[src/design/lcmgr_pkg.sv]
`default_nettype none

package lcmgr_pkg;

  //////////////////////////////////////////////////////////////////////
  // flash geometry
  //////////////////////////////////////////////////////////////////////

  localparam int BusWidth = 32;
  localparam int BusAddrW = 8;
  localparam int WordsPerPage = 4;
  localparam int PageW = 2;
  // num field of a request holds words minus one
  localparam int NumW = 2;

  // seeds
  localparam int NumSeeds = 2;
  localparam int SeedReads = 2;
  localparam int SeedIdxW = $clog2(NumSeeds);
  localparam int SeedRdW = $clog2(SeedReads);

  // info page of each seed, seed s is at word 0 of page SeedPage[s]
  localparam logic [NumSeeds-1:0][PageW-1:0] SeedPage = {2'd1, 2'd0};

  // rma wipe region
  localparam int ProgBurst = 2;
  localparam int WipeStartPage = 2;
  localparam int WipeNumPages = 2;
  localparam int WipeEndPage = WipeStartPage + WipeNumPages;
  localparam int PageCntW = $clog2(WipeEndPage + 1);
  localparam int WordCntW = $clog2(WordsPerPage + 1);
  localparam int BeatW = $clog2(ProgBurst);

  //////////////////////////////////////////////////////////////////////
  // types
  //////////////////////////////////////////////////////////////////////

  typedef enum logic [1:0] {
    FlashOpRead,
    FlashOpProgram,
    FlashOpErase,
    FlashOpNone
  } flash_op_e;

  typedef struct packed {
    logic                start;
    flash_op_e           op;
    logic [BusAddrW-1:0] addr;
    logic [NumW-1:0]     num;
  } flash_req_t;

  typedef enum logic [1:0] {
    PhaseNone,
    PhaseSeed,
    PhaseRma
  } lcmgr_phase_e;

  // main life-cycle states
  typedef enum logic [2:0] {
    StIdle,
    StReadSeeds,
    StReadEval,
    StWait,
    StRmaWipe,
    StRmaRsp,
    StDisabled,
    StInvalid
  } lcmgr_state_e;

  // wipe sequencer states
  typedef enum logic [3:0] {
    StRmaIdle,
    StRmaPageSel,
    StRmaErase,
    StRmaEraseWait,
    StRmaWordSel,
    StRmaProgram,
    StRmaProgramWait,
    StRmaRdVerify,
    StRmaDisabled,
    StRmaInvalid
  } rma_state_e;

endpackage

`default_nettype wire

[src/design/lcmgr_ctrl.sv]
`timescale 1ns/1ps
`default_nettype none

module lcmgr_ctrl (
  input  logic                      clk_i,
  input  logic                      rst_ni,
  input  logic                      init_i,
  input  logic                      provision_en_i,
  input  logic                      disable_i,
  input  logic                      rma_req_i,
  input  logic                      done_i,
  input  logic                      err_i,
  input  lcmgr_pkg::flash_req_t     seed_req_i,
  input  logic                      seeds_done_i,
  input  lcmgr_pkg::flash_req_t     rma_req_i_t,
  input  logic                      wipe_done_i,
  input  logic                      wipe_ok_i,
  output logic                      seed_run_o,
  output logic                      eval_step_o,
  output logic                      wipe_en_o,
  output lcmgr_pkg::flash_req_t     flash_req_o,
  output logic                      seed_err_o,
  output logic                      rma_ack_o,
  output logic                      dis_access_o,
  output logic                      fatal_err_o,
  output logic                      init_busy_o,
  output logic                      initialized_o,
  output lcmgr_pkg::lcmgr_phase_e   phase_o
);

  import lcmgr_pkg::*;

  lcmgr_state_e state_q, state_d;
  lcmgr_phase_e phase;
  logic         seed_err_q, seed_err_d;
  logic         rma_ack_q, rma_ack_d;
  logic         dis_access;

  always_ff @(posedge clk_i or negedge rst_ni) begin
    if (!rst_ni) begin
      state_q    <= StIdle;
      seed_err_q <= 1'b0;
      rma_ack_q  <= 1'b0;
    end else begin
      state_q    <= state_d;
      seed_err_q <= seed_err_d;
      rma_ack_q  <= rma_ack_d;
    end
  end

  //////////////////////////////////////////////////////////////////////
  // main FSM
  //////////////////////////////////////////////////////////////////////

  always_comb begin
    state_d     = state_q;
    phase       = PhaseNone;
    seed_err_d  = seed_err_q;
    rma_ack_d   = 1'b0;
    seed_run_o  = 1'b0;
    eval_step_o = 1'b0;
    wipe_en_o   = 1'b0;
    dis_access  = 1'b0;

    case (state_q)
      // rma before init skips the seed reads
      StIdle: begin
        if (rma_req_i) begin
          state_d = StRmaWipe;
        end else if (init_i) begin
          state_d = provision_en_i ? StReadSeeds : StWait;
        end
      end

      StReadSeeds: begin
        phase      = PhaseSeed;
        seed_run_o = 1'b1;
        if (done_i) begin
          seed_err_d = seed_err_q | err_i;
          // last validate pass of last seed finishes the phase
          state_d    = seeds_done_i ? StWait : StReadEval;
        end
      end

      // one cycle gap between reads, reader flips pass or seed
      StReadEval: begin
        phase       = PhaseSeed;
        eval_step_o = 1'b1;
        state_d     = StReadSeeds;
      end

      StWait: begin
        if (rma_req_i) begin
          state_d = StRmaWipe;
        end
      end

      StRmaWipe: begin
        phase     = PhaseRma;
        wipe_en_o = 1'b1;
        if (wipe_done_i) begin
          state_d = wipe_ok_i ? StRmaRsp : StInvalid;
        end
      end

      // access stays blocked, ack follows the request
      StRmaRsp: begin
        phase      = PhaseRma;
        dis_access = 1'b1;
        rma_ack_d  = rma_req_i;
      end

      StDisabled: begin
        dis_access = 1'b1;
      end

      StInvalid: begin
        dis_access = 1'b1;
      end

      default: begin
        dis_access = 1'b1;
        state_d    = StInvalid;
      end
    endcase

    // disable wins, except over invalid or an ack in progress
    if (disable_i && (state_d != StInvalid) && !rma_ack_d) begin
      state_d = StDisabled;
    end
  end

  //////////////////////////////////////////////////////////////////////
  // outputs
  //////////////////////////////////////////////////////////////////////

  // wiper keeps the bus outside the seed phase so an op in flight can end
  assign flash_req_o   = (phase == PhaseSeed) ? seed_req_i : rma_req_i_t;

  assign seed_err_o    = seed_err_q;
  assign rma_ack_o     = rma_ack_q;
  assign dis_access_o  = dis_access;
  assign fatal_err_o   = (state_q == StInvalid);
  assign init_busy_o   = (phase == PhaseSeed);
  assign initialized_o = (state_q == StWait);
  assign phase_o       = phase;

endmodule

`default_nettype wire

[src/design/lcmgr_seed_reader.sv]
`timescale 1ns/1ps
`default_nettype none

module lcmgr_seed_reader (
  input  logic                                 clk_i,
  input  logic                                 rst_ni,
  input  logic                                 seed_run_i,
  input  logic                                 eval_step_i,
  input  logic                                 rvalid_i,
  input  logic [lcmgr_pkg::BusWidth-1:0]       rdata_i,
  output lcmgr_pkg::flash_req_t                seed_req_o,
  output logic                                 seeds_done_o,
  output logic [lcmgr_pkg::NumSeeds-1:0][lcmgr_pkg::SeedReads-1:0][lcmgr_pkg::BusWidth-1:0]
                                               seeds_o
);

  import lcmgr_pkg::*;

  logic [NumSeeds-1:0][SeedReads-1:0][BusWidth-1:0] seeds_q;
  logic [SeedIdxW-1:0] seed_idx_q;
  logic [SeedRdW-1:0]  rd_idx_q;
  logic                validate_q;
  logic                capture;
  logic [BusAddrW-1:0] seed_addr;

  assign capture = seed_run_i & rvalid_i;

  // word index per rvalid, pass flag and seed index per eval step
  always_ff @(posedge clk_i or negedge rst_ni) begin
    if (!rst_ni) begin
      rd_idx_q   <= '0;
      seed_idx_q <= '0;
      validate_q <= 1'b0;
    end else if (eval_step_i) begin
      rd_idx_q   <= '0;
      validate_q <= ~validate_q;
      if (validate_q) begin
        seed_idx_q <= seed_idx_q + 1'b1;
      end
    end else if (capture) begin
      rd_idx_q <= rd_idx_q + 1'b1;
    end
  end

  //////////////////////////////////////////////////////////////////////
  // seed capture
  //////////////////////////////////////////////////////////////////////

  // first pass stores, validate pass keeps only bits set in both reads
  always_ff @(posedge clk_i or negedge rst_ni) begin
    if (!rst_ni) begin
      seeds_q <= '0;
    end else if (capture && validate_q) begin
      seeds_q[seed_idx_q][rd_idx_q] <= seeds_q[seed_idx_q][rd_idx_q] & rdata_i;
    end else if (capture) begin
      seeds_q[seed_idx_q][rd_idx_q] <= rdata_i;
    end
  end

  // read starts at word 0 of the seed's info page
  assign seed_addr = BusAddrW'(SeedPage[seed_idx_q]) * BusAddrW'(WordsPerPage);

  always_comb begin
    seed_req_o.start = seed_run_i;
    seed_req_o.op    = FlashOpRead;
    seed_req_o.addr  = seed_addr;
    seed_req_o.num   = NumW'(SeedReads - 1);
  end

  // high during the validate pass of the last seed
  assign seeds_done_o = validate_q && (seed_idx_q == SeedIdxW'(NumSeeds - 1));
  assign seeds_o      = seeds_q;

endmodule

`default_nettype wire

[src/design/lcmgr_rma_wiper.sv]
`timescale 1ns/1ps
`default_nettype none

module lcmgr_rma_wiper (
  input  logic                           clk_i,
  input  logic                           rst_ni,
  input  logic                           wipe_en_i,
  input  logic                           disable_i,
  input  logic                           done_i,
  input  logic                           err_i,
  input  logic                           rvalid_i,
  input  logic [lcmgr_pkg::BusWidth-1:0] rdata_i,
  input  logic                           wready_i,
  input  logic [lcmgr_pkg::BusWidth-1:0] rand_i,
  output lcmgr_pkg::flash_req_t          rma_req_o,
  output logic                           wvalid_o,
  output logic [lcmgr_pkg::BusWidth-1:0] wdata_o,
  output logic                           wipe_done_o,
  output logic                           wipe_ok_o
);

  import lcmgr_pkg::*;

  rma_state_e state_q, state_d;

  logic [PageCntW-1:0] page_cnt_q;
  logic [WordCntW-1:0] word_cnt_q;
  logic [BeatW-1:0]    beat_cnt_q;
  logic [ProgBurst-1:0][BusWidth-1:0] prog_data_q;

  logic page_ld, page_incr;
  logic word_clr, word_incr;
  logic beat_clr, prog_en, rd_en;
  logic wr_beat, rd_beat;
  logic err_set, err_q;
  logic done_gap_q;
  logic rma_start;
  flash_op_e rma_op;
  logic [BusAddrW-1:0] rma_addr;

  assign wr_beat = prog_en & wready_i;
  assign rd_beat = rd_en & rvalid_i;

  always_ff @(posedge clk_i or negedge rst_ni) begin
    if (!rst_ni) begin
      state_q    <= StRmaIdle;
      page_cnt_q <= '0;
      word_cnt_q <= '0;
      beat_cnt_q <= '0;
      err_q      <= 1'b0;
      done_gap_q <= 1'b0;
    end else begin
      state_q    <= state_d;
      // start drops for a cycle after every done
      done_gap_q <= done_i;
      // sticky until reset
      err_q      <= err_q | err_set;

      if (page_ld) begin
        page_cnt_q <= PageCntW'(WipeStartPage);
      end else if (page_incr) begin
        page_cnt_q <= page_cnt_q + 1'b1;
      end

      if (word_clr) begin
        word_cnt_q <= '0;
      end else if (word_incr) begin
        word_cnt_q <= word_cnt_q + WordCntW'(ProgBurst);
      end

      if (beat_clr) begin
        beat_cnt_q <= '0;
      end else if (wr_beat || rd_beat) begin
        beat_cnt_q <= beat_cnt_q + 1'b1;
      end
    end
  end

  // words of the current burst, kept for the read-back compare
  always_ff @(posedge clk_i) begin
    if (wr_beat) begin
      prog_data_q[beat_cnt_q] <= rand_i;
    end
  end

  //////////////////////////////////////////////////////////////////////
  // wipe FSM
  //////////////////////////////////////////////////////////////////////

  always_comb begin
    state_d     = state_q;
    rma_start   = 1'b0;
    rma_op      = FlashOpNone;
    wipe_done_o = 1'b0;
    err_set     = 1'b0;
    page_ld     = 1'b0;
    page_incr   = 1'b0;
    word_clr    = 1'b0;
    word_incr   = 1'b0;
    beat_clr    = 1'b0;
    prog_en     = 1'b0;
    rd_en       = 1'b0;

    case (state_q)
      // disable only lands here, between flash operations
      StRmaIdle: begin
        if (disable_i) begin
          state_d = StRmaDisabled;
        end else if (wipe_en_i) begin
          page_ld = 1'b1;
          state_d = StRmaPageSel;
        end
      end

      StRmaPageSel: begin
        if (disable_i) begin
          state_d = StRmaDisabled;
        end else if (page_cnt_q < PageCntW'(WipeEndPage)) begin
          state_d = StRmaErase;
        end else begin
          wipe_done_o = 1'b1;
          state_d     = StRmaIdle;
        end
      end

      StRmaErase: begin
        rma_start = 1'b1;
        rma_op    = FlashOpErase;
        if (done_i) begin
          err_set = err_i;
          state_d = StRmaEraseWait;
        end
      end

      StRmaEraseWait: begin
        state_d = StRmaWordSel;
      end

      StRmaWordSel: begin
        if (disable_i) begin
          state_d = StRmaDisabled;
        end else if (word_cnt_q < WordCntW'(WordsPerPage)) begin
          state_d = StRmaProgram;
        end else begin
          word_clr  = 1'b1;
          page_incr = 1'b1;
          state_d   = StRmaPageSel;
        end
      end

      StRmaProgram: begin
        rma_start = 1'b1;
        rma_op    = FlashOpProgram;
        prog_en   = 1'b1;
        if ((beat_cnt_q == BeatW'(ProgBurst - 1)) && wready_i) begin
          state_d = StRmaProgramWait;
        end
      end

      StRmaProgramWait: begin
        rma_start = 1'b1;
        rma_op    = FlashOpProgram;
        if (done_i) begin
          beat_clr = 1'b1;
          err_set  = err_i;
          state_d  = StRmaRdVerify;
        end
      end

      StRmaRdVerify: begin
        rma_start = 1'b1;
        rma_op    = FlashOpRead;
        rd_en     = 1'b1;
        err_set   = (rd_beat && (prog_data_q[beat_cnt_q] != rdata_i)) || (done_i && err_i);
        if (done_i) begin
          beat_clr  = 1'b1;
          word_incr = 1'b1;
          state_d   = StRmaWordSel;
        end
      end

      StRmaDisabled: begin
        state_d = StRmaDisabled;
      end

      StRmaInvalid: begin
        err_set = 1'b1;
      end

      default: begin
        state_d = StRmaInvalid;
      end
    endcase
  end

  //////////////////////////////////////////////////////////////////////
  // bus side
  //////////////////////////////////////////////////////////////////////

  // page p, word w sits at p * WordsPerPage + w
  assign rma_addr = BusAddrW'(page_cnt_q) * BusAddrW'(WordsPerPage) + BusAddrW'(word_cnt_q);

  always_comb begin
    rma_req_o.start = rma_start & ~done_gap_q;
    rma_req_o.op    = rma_op;
    rma_req_o.addr  = rma_addr;
    rma_req_o.num   = NumW'(ProgBurst - 1);
  end

  assign wvalid_o  = prog_en;
  assign wdata_o   = rand_i;
  assign wipe_ok_o = ~err_q;

endmodule

`default_nettype wire

[src/design/flash_lcmgr.sv]
`timescale 1ns/1ps
`default_nettype none

module flash_lcmgr (
  input  logic                           clk_i,
  input  logic                           rst_ni,
  input  logic                           init_i,
  input  logic                           provision_en_i,
  input  logic                           disable_i,
  input  logic                           rma_req_i,
  input  logic                           done_i,
  input  logic                           err_i,
  input  logic                           rvalid_i,
  input  logic [lcmgr_pkg::BusWidth-1:0] rdata_i,
  input  logic                           wready_i,
  input  logic [lcmgr_pkg::BusWidth-1:0] rand_i,
  output lcmgr_pkg::flash_req_t          flash_req_o,
  output logic                           wvalid_o,
  output logic [lcmgr_pkg::BusWidth-1:0] wdata_o,
  output logic [lcmgr_pkg::NumSeeds-1:0][lcmgr_pkg::SeedReads-1:0][lcmgr_pkg::BusWidth-1:0]
                                         seeds_o,
  output logic                           seed_err_o,
  output logic                           rma_ack_o,
  output logic                           dis_access_o,
  output logic                           fatal_err_o,
  output logic                           init_busy_o,
  output logic                           initialized_o,
  output lcmgr_pkg::lcmgr_phase_e        phase_o
);

  import lcmgr_pkg::*;

  // seed reader side
  flash_req_t seed_req;
  logic       seeds_done;
  logic       seed_run;
  logic       eval_step;

  // wiper side
  flash_req_t rma_req;
  logic       wipe_en;
  logic       wipe_done;
  logic       wipe_ok;

  lcmgr_ctrl u_ctrl (
    .clk_i          (clk_i),
    .rst_ni         (rst_ni),
    .init_i         (init_i),
    .provision_en_i (provision_en_i),
    .disable_i      (disable_i),
    .rma_req_i      (rma_req_i),
    .done_i         (done_i),
    .err_i          (err_i),
    .seed_req_i     (seed_req),
    .seeds_done_i   (seeds_done),
    .rma_req_i_t    (rma_req),
    .wipe_done_i    (wipe_done),
    .wipe_ok_i      (wipe_ok),
    .seed_run_o     (seed_run),
    .eval_step_o    (eval_step),
    .wipe_en_o      (wipe_en),
    .flash_req_o    (flash_req_o),
    .seed_err_o     (seed_err_o),
    .rma_ack_o      (rma_ack_o),
    .dis_access_o   (dis_access_o),
    .fatal_err_o    (fatal_err_o),
    .init_busy_o    (init_busy_o),
    .initialized_o  (initialized_o),
    .phase_o        (phase_o)
  );

  lcmgr_seed_reader u_seed_reader (
    .clk_i        (clk_i),
    .rst_ni       (rst_ni),
    .seed_run_i   (seed_run),
    .eval_step_i  (eval_step),
    .rvalid_i     (rvalid_i),
    .rdata_i      (rdata_i),
    .seed_req_o   (seed_req),
    .seeds_done_o (seeds_done),
    .seeds_o      (seeds_o)
  );

  lcmgr_rma_wiper u_rma_wiper (
    .clk_i       (clk_i),
    .rst_ni      (rst_ni),
    .wipe_en_i   (wipe_en),
    .disable_i   (disable_i),
    .done_i      (done_i),
    .err_i       (err_i),
    .rvalid_i    (rvalid_i),
    .rdata_i     (rdata_i),
    .wready_i    (wready_i),
    .rand_i      (rand_i),
    .rma_req_o   (rma_req),
    .wvalid_o    (wvalid_o),
    .wdata_o     (wdata_o),
    .wipe_done_o (wipe_done),
    .wipe_ok_o   (wipe_ok)
  );

endmodule

`default_nettype wire

[config.mk]
export PLATFORM = sky130hd
export DESIGN_NAME = flash_lcmgr
export DESIGN_NICKNAME = d
export VERILOG_FILES = /design/src/design/lcmgr_pkg.sv /design/src/design/lcmgr_ctrl.sv /design/src/design/lcmgr_seed_reader.sv /design/src/design/lcmgr_rma_wiper.sv /design/src/design/flash_lcmgr.sv
export SDC_FILE = /design/constraint.sdc
export NUM_CORES = 1
export LEC_CHECK = 0
export ABC_AREA = 1
export BUFFER_PORTS_ARGS = -buffer_cell sky130_fd_sc_hd__buf_2
export CAP_MARGIN = 15
export CORE_ASPECT_RATIO = 1.1
export CORE_MARGIN = 2
export CORE_UTILIZATION = 45
export CTS_BUF_LIST = sky130_fd_sc_hd__clkbuf_16
export CTS_CLUSTER_SIZE = 24
export DETAILED_ROUTE_END_ITERATION = 12
export GPL_ROUTABILITY_DRIVEN = 1
export PLACE_DENSITY = 0.73
export SETUP_SLACK_MARGIN = 0.05
export SLEW_MARGIN = 20
export SYNTH_ARGS = -nofsm -noshare
export SYNTH_HDL_FRONTEND = slang
export SYNTH_SLANG_ARGS = --single-unit
[constraint.sdc]
create_clock -name clk_i -period 11.1 [get_ports clk_i]
set_input_delay 3.33 -clock clk_i [delete_from_list [all_inputs] [get_ports clk_i]]
set_output_delay 3.33 -clock clk_i [all_outputs]
set_load 0.05 [all_outputs]
# After elaboration in Yosys (flattened, before gate mapping)
# Cells that the tools add are included.
[totals]
ff_bits = 213
inputBits = 74
[op_classes]
mux = 73
n_lt_le_gt_ge = 8
n_reduce_logical = 30
n_eq_ne = 24
add_sub_neg = 6
bitwise = 10
[op_table]
columns = ["operator", "n"]
rows = [
  ["$bwmux 128", 2],
  ["$mux 128", 2],
  ["$mux 32", 6],
  ["$mux 64", 3],
  ["$bwmux 64", 1],
  ["$demux 32 s1", 2],
  ["$demux 64 s1", 1],
  ["$pmux 4 s10", 1],
  ["$mux 3", 11],
  ["$and 32x32->32", 1],
  ["$mux 4", 8],
  ["$ne 32x32->1", 1],
  ["$mux 1", 27],
  ["$eq 4x3->1 const B", 4],
  ["$pmux 3 s5", 1],
  ["$mux 13", 1],
  ["$eq 3x3->1 const B", 4],
  ["$logic_and 1x1->1", 10],
  ["$reduce_bool 2->1", 5],
  ["$reduce_or 2->1", 5],
  ["$eq 4x2->1 const B", 2],
  ["$eq 4x4->1 const B", 2],
  ["$mux 2", 4],
  ["$add 5x3->6", 1],
  ["27 further kinds", 46],
]

# Logic depth before layout (Yosys ltp)
[depth]
depth_word = 10
mapped_depth = 14

# By module
# From an unflattened synthesis, not the netlist that was laid out.
[unflattened]
hier_cells = 1564
hier_area_um2 = 11897.7
[by_module_without_submodules]
columns = ["module", "cells_per_inst", "n_inst", "area_per_inst_um2"]
rows = [
  ["lcmgr_seed_reader", 997, 1, 7243.2],
  ["lcmgr_rma_wiper", 468, 1, 4096.4],
  ["lcmgr_ctrl", 99, 1, 558.0],
]

# Worst setup path before layout
# No wires, ideal clock.
[synth_timing]
kind = "input to output"
from = "in rand_i[0] (netlist name)"
to = "out wdata_o[0] (netlist name)"
cell_stages = 1
required_ps = 7770
arrival_time_ps = 3500
path_slack_ps = 4270
path_cell_list = "buf_4"
[synth_lines]
columns = ["item", "line_no", "rtl"]
rows = [
  ["start, declared", "flash_lcmgr.sv:16", "input logic [lcmgr_pkg::BusWidth-1:0] rand_i,"],
  ["end, declared", "flash_lcmgr.sv:19", "output logic [lcmgr_pkg::BusWidth-1:0] wdata_o,"],
]
# No word-level cell between the ends.

# Worst setup path after layout
[layout_timing]
from = "in rand_i[0] (netlist name)"
to = "out wdata_o[0] (netlist name)"
# No word-level cell between the ends.

==> summary.md <==
Fraction of registers with async set or reset after synthesis: 69.8%. The kind of end point of the critical path was a primary output. The die outline width is 149 um, and the fraction of post-synthesis cell area in the top cell type by area is 35.7%.

Clock-pin slew of the registers on the worst-case setup and hold paths: 0.06 ns. Among all cell types in the netlist, the one instantiated most often is sky130_fd_sc_hd__nand2_1. Averaged over all synthesized cells, the footprint is 8.07 um^2. Setup repair after global routing left no endpoint under its margin.

Sequential cells burn 47.2% of the power. The tools report the total global-route track usage as 24.8%. The flow ran to the end, and the final reports show no timing, DRC or antenna violations.

The setup slack after placement is 4.07 ns. In the final routed layout, each cell accounts on average for 16.8 um. The worst path buffer plus inverter count is 2, and the leakage power summed over all cells is 6.42 nW.

The worst slack on hold paths was 0.450 ns. Detailed routing inserted a total of 9,154 vias. The signal on the critical path passes through buf_2 > buf_2. The number of CTS-inserted buffers was 23; the placeable core region was 22,800 um^2. Broken down by cell family, the worst path's largest delay share belongs to buffers and inverters.

At the later pin of the worst-skew pair, clock insertion delay measures 0.52 ns. After clock tree synthesis, the setup repair step added 0 buffers. The quantity of hold-fixing buffers added after cts came out at 0.

For this run, the detailed router's first-pass iteration total came to 5. The tools report the count of nets after finishing as 1,569. On the final layout, the worst clock skew is 0.0167 ns. The ratio of final minimum period to clock period works out to 63.3%.

The transition time at the pin with the least slew margin was 1.06 ns. At the worst endpoint, the required time is 7.77 ns. The netlist uses 30 different library cells. The sequential standard cell area was 5630 um^2; the switching power summed over all nets was 0.463 mW. The maximum level of the CTS H-tree was 1; the wire length reported by the detailed router was 30,400 um. The arrival time at the worst endpoint came out at 3.70 ns.

The post-synthesis instance area came out at 10,400 um^2. In this run the remaining antenna-violating nets after routing total 0. By instance count, the cell type seen most on the critical path is sky130_fd_sc_hd__buf_2. By startpoint and endpoint, the worst setup path is classified as primary input to primary output. The final-report max-slew violation count is 0, and the area of the die is 24,300 um^2. On the critical path, the stage with the largest delay is an instance of sky130_fd_sc_hd__buf_2.

The shortest period the worst path allows was 7.03 ns; the first-pass GRT wire length was 46,600 um. The number of remaining DRC errors was 0; the number of global-route vias before repair was 8,514. Summing internal, switching and leakage power gives 1.74 mW. Gates resized during post-CTS repair numbered 0. The floorplan step set the die height to 163 um. sky130_fd_sc_hd__dfrtp_1 takes more of the synthesized area than any other cell. The initialized floorplan defines 58 standard-cell rows. The worst slew margin relative to its limit is 29.2%.

Entering global routing, the biggest net connects 93 pins. After global routing the overflow that remains totals 0. In the final timing run, aggregate negative setup slack is 0 ns. The multi-input combinational cell area was 3850 um^2. The antenna diode count came out at 0. The number of max-cap violations is 0.

The signed area change from the synthesized netlist to the final layout was 19.1%. After synthesis, the cell types taking the most area are sky130_fd_sc_hd__dfrtp_1 (36%), sky130_fd_sc_hd__edfxtp_1 (19%), sky130_fd_sc_hd__nand2_1 (13%). The post-synthesis register bit count is 212. In this run the worst path has a maximum fanout of 3. Once the floorplan was initialized, standard cells occupied 45.5% of the core. The cell at the root of the clock tree was sky130_fd_sc_hd__clkbuf_16. In the synthesized netlist, the cells that appear most often are sky130_fd_sc_hd__nand2_1 (357), sky130_fd_sc_hd__nor2_1 (313), sky130_fd_sc_hd__dfrtp_1 (148), sky130_fd_sc_hd__inv_1 (112), sky130_fd_sc_hd__edfxtp_1 (64). The tools report the fraction of power consumed by the clock network as 42.7%. The logs give 256 for the count of boundary I/O pins and 0.963 for the final weighted congestion of routability-driven global placement. The most used flip-flop cell after synthesis is sky130_fd_sc_hd__dfrtp_1. Summing the sequential cell areas from Yosys gives 54.2% of the chip area.

The number of instances in the synthesized netlist came out at 1,285. In this run, the number of DRC markers left after iteration 0 of detailed routing was 546. The total power density per cell area was 141 nW/um^2.

The Yosys step of the flow raised 0 warnings. The type of the most critical hold path is flop to flop. Internal power comes to 1.28 mW. TritonCTS built the clock tree. The tools report the initial antenna violation count as 0.

The detail-routed via count per cell was 5.07; the share of post-route cells with drive strength above 1 was 21.0%. The count of endpoints failing hold in the final timing report was 0; the TritonCTS sink count was 212. The run gives 0 as the total setup violations reported at the end of the flow. Net switching fraction of the power: 26.6%. The setup slack of the critical path after layout is 4.07 ns. The logs give 10.1% for the combinational power share and 8.39 ns for the reg2reg setup slack. Count of buffers from port buffering: 250. STA classifies the critical path startpoint as a primary input.

The fmax was 0.142 GHz. The half-perimeter wire length after placement was 20,800 um. The number of synthesized flops with an enable pin was 64; the worst IR drop on VDD was 0.149 mV. In this design, the stage delay of the slowest critical-path cell is 0.26 ns. Fill cells in the final layout number 2,142. Counting along the longest clock path gives a buffer depth of 3.
path summary, 6_finish.rpt:
check / from / endpoint / depth (start not counted)
setup reg to reg: u_seed_reader.rd_idx_q / u_seed_reader.seeds_o[48] / 8
hold reg to reg: u_ctrl.seed_err_o / u_ctrl.seed_err_o / 1
min in group asynchronous: rst_ni / u_seed_reader.seeds_o[120] / 1
setup / recovery: rand_i[0] / wdata_o[0] / 2
hold / removal: u_ctrl.seed_err_o / u_ctrl.seed_err_o / 1
max in group asynchronous: rst_ni / u_seed_reader.seeds_o[2] / 2
cell usage in the layout (no fill, tap or decap), types with 3 or more instances in the layout:
cell type                     n
sky130_fd_sc_hd__nand2_1    357
sky130_fd_sc_hd__nor2_1     312
sky130_fd_sc_hd__buf_2      249
sky130_fd_sc_hd__dfrtp_1    148
sky130_fd_sc_hd__inv_1      115
sky130_fd_sc_hd__edfxtp_1    64
sky130_fd_sc_hd__nand3_1     44
sky130_fd_sc_hd__o31ai_1     38
sky130_fd_sc_hd__a21oi_1     35
sky130_fd_sc_hd__o2111ai_1   27
sky130_fd_sc_hd__clkbuf_16   23
sky130_fd_sc_hd__o21ai_0     14
sky130_fd_sc_hd__buf_4       11
sky130_fd_sc_hd__nand4_1      9
sky130_fd_sc_hd__inv_2        7
sky130_fd_sc_hd__nor3_1       7
sky130_fd_sc_hd__nand2_2      5
sky130_fd_sc_hd__conb_1       5
sky130_fd_sc_hd__nor2_4       4
sky130_fd_sc_hd__xor2_1       4
sky130_fd_sc_hd__clkinv_2     4
sky130_fd_sc_hd__nor2_2       3
sky130_fd_sc_hd__ha_1         3
power by group through the flow:
stage                     combinational, mW  sequential (mW)  clock, mW
final                                 0.177            0.821      0.743
after global routing                  0.193            0.821      0.783
after CTS                             0.177            0.821      0.755
after detailed placement              0.176            0.835          0
after global placement                0.174            0.835          0
after floorplan                       0.112            0.841          0
through the flow:
| step | util, % | area, um^2 | cells |
|---|---|---|---|
| 4_1_cts | 54.2 | 12300 | 1807 |
| 2_1_floorplan | - | 10400 | 1288 |
| 6_report | 54.2 | 12300 | 1807 |
| 3_3_place_gp | 51.0 | 11600 | 1767 |
| 3_5_place_dp | 51.0 | 11600 | 1767 |
| 5_1_grt | 54.2 | 12300 | 1807 |
final cells by class:
| type | instances | share of cell area (%) |
|---|---|---|
| clock inverter | 17 | 1.15 |
| clock buffer | 23 | 4.66 |
| tap | 300 | 3.04 |
| sequential | 212 | 45.6 |
| inverter | 118 | 3.59 |
| timing repair buffer | 261 | 10.9 |
| multi-input combinational | 876 | 31.2 |
layer usage:
layer  share of wire (%)  vias up  global-route usage (%)
li1                    -     4472                       -
met1                  42     4222                    33.5
met2                  46      398                    40.3
met3                 9.3       62                    5.06
met4                 3.3        0                    8.18
met5                   0        -                       0
registers in the layout, summed over array words and instances (netlist names), 2 cells and up:
signal,flops
u_ctrl.state_q,3
u_rma_wiper.word_cnt_q,2
u_rma_wiper.page_cnt_q,3
u_rma_wiper.prog_data_q,64
u_seed_reader.seeds_o,128
u_rma_wiper.state_q,4
kinds of logic (layout without fill, tap and decap cells):
| group | count (synthesis) | count (layout) | synth area share (%) |
|---|---|---|---|
| buf+inv | 200 | 419 | 8.94 |
| compound gates | 119 | 119 | 7.77 |
| simple gates | 744 | 744 | 28.2 |
| flops | 212 | 212 | 54.2 |
| xor+xnor | 5 | 5 | 0.422 |
| fa+ha+maj | 3 | 3 | 0.362 |
| other cells | 2 | 5 | 0.0724 |
(Power assumes the default switching activity.)
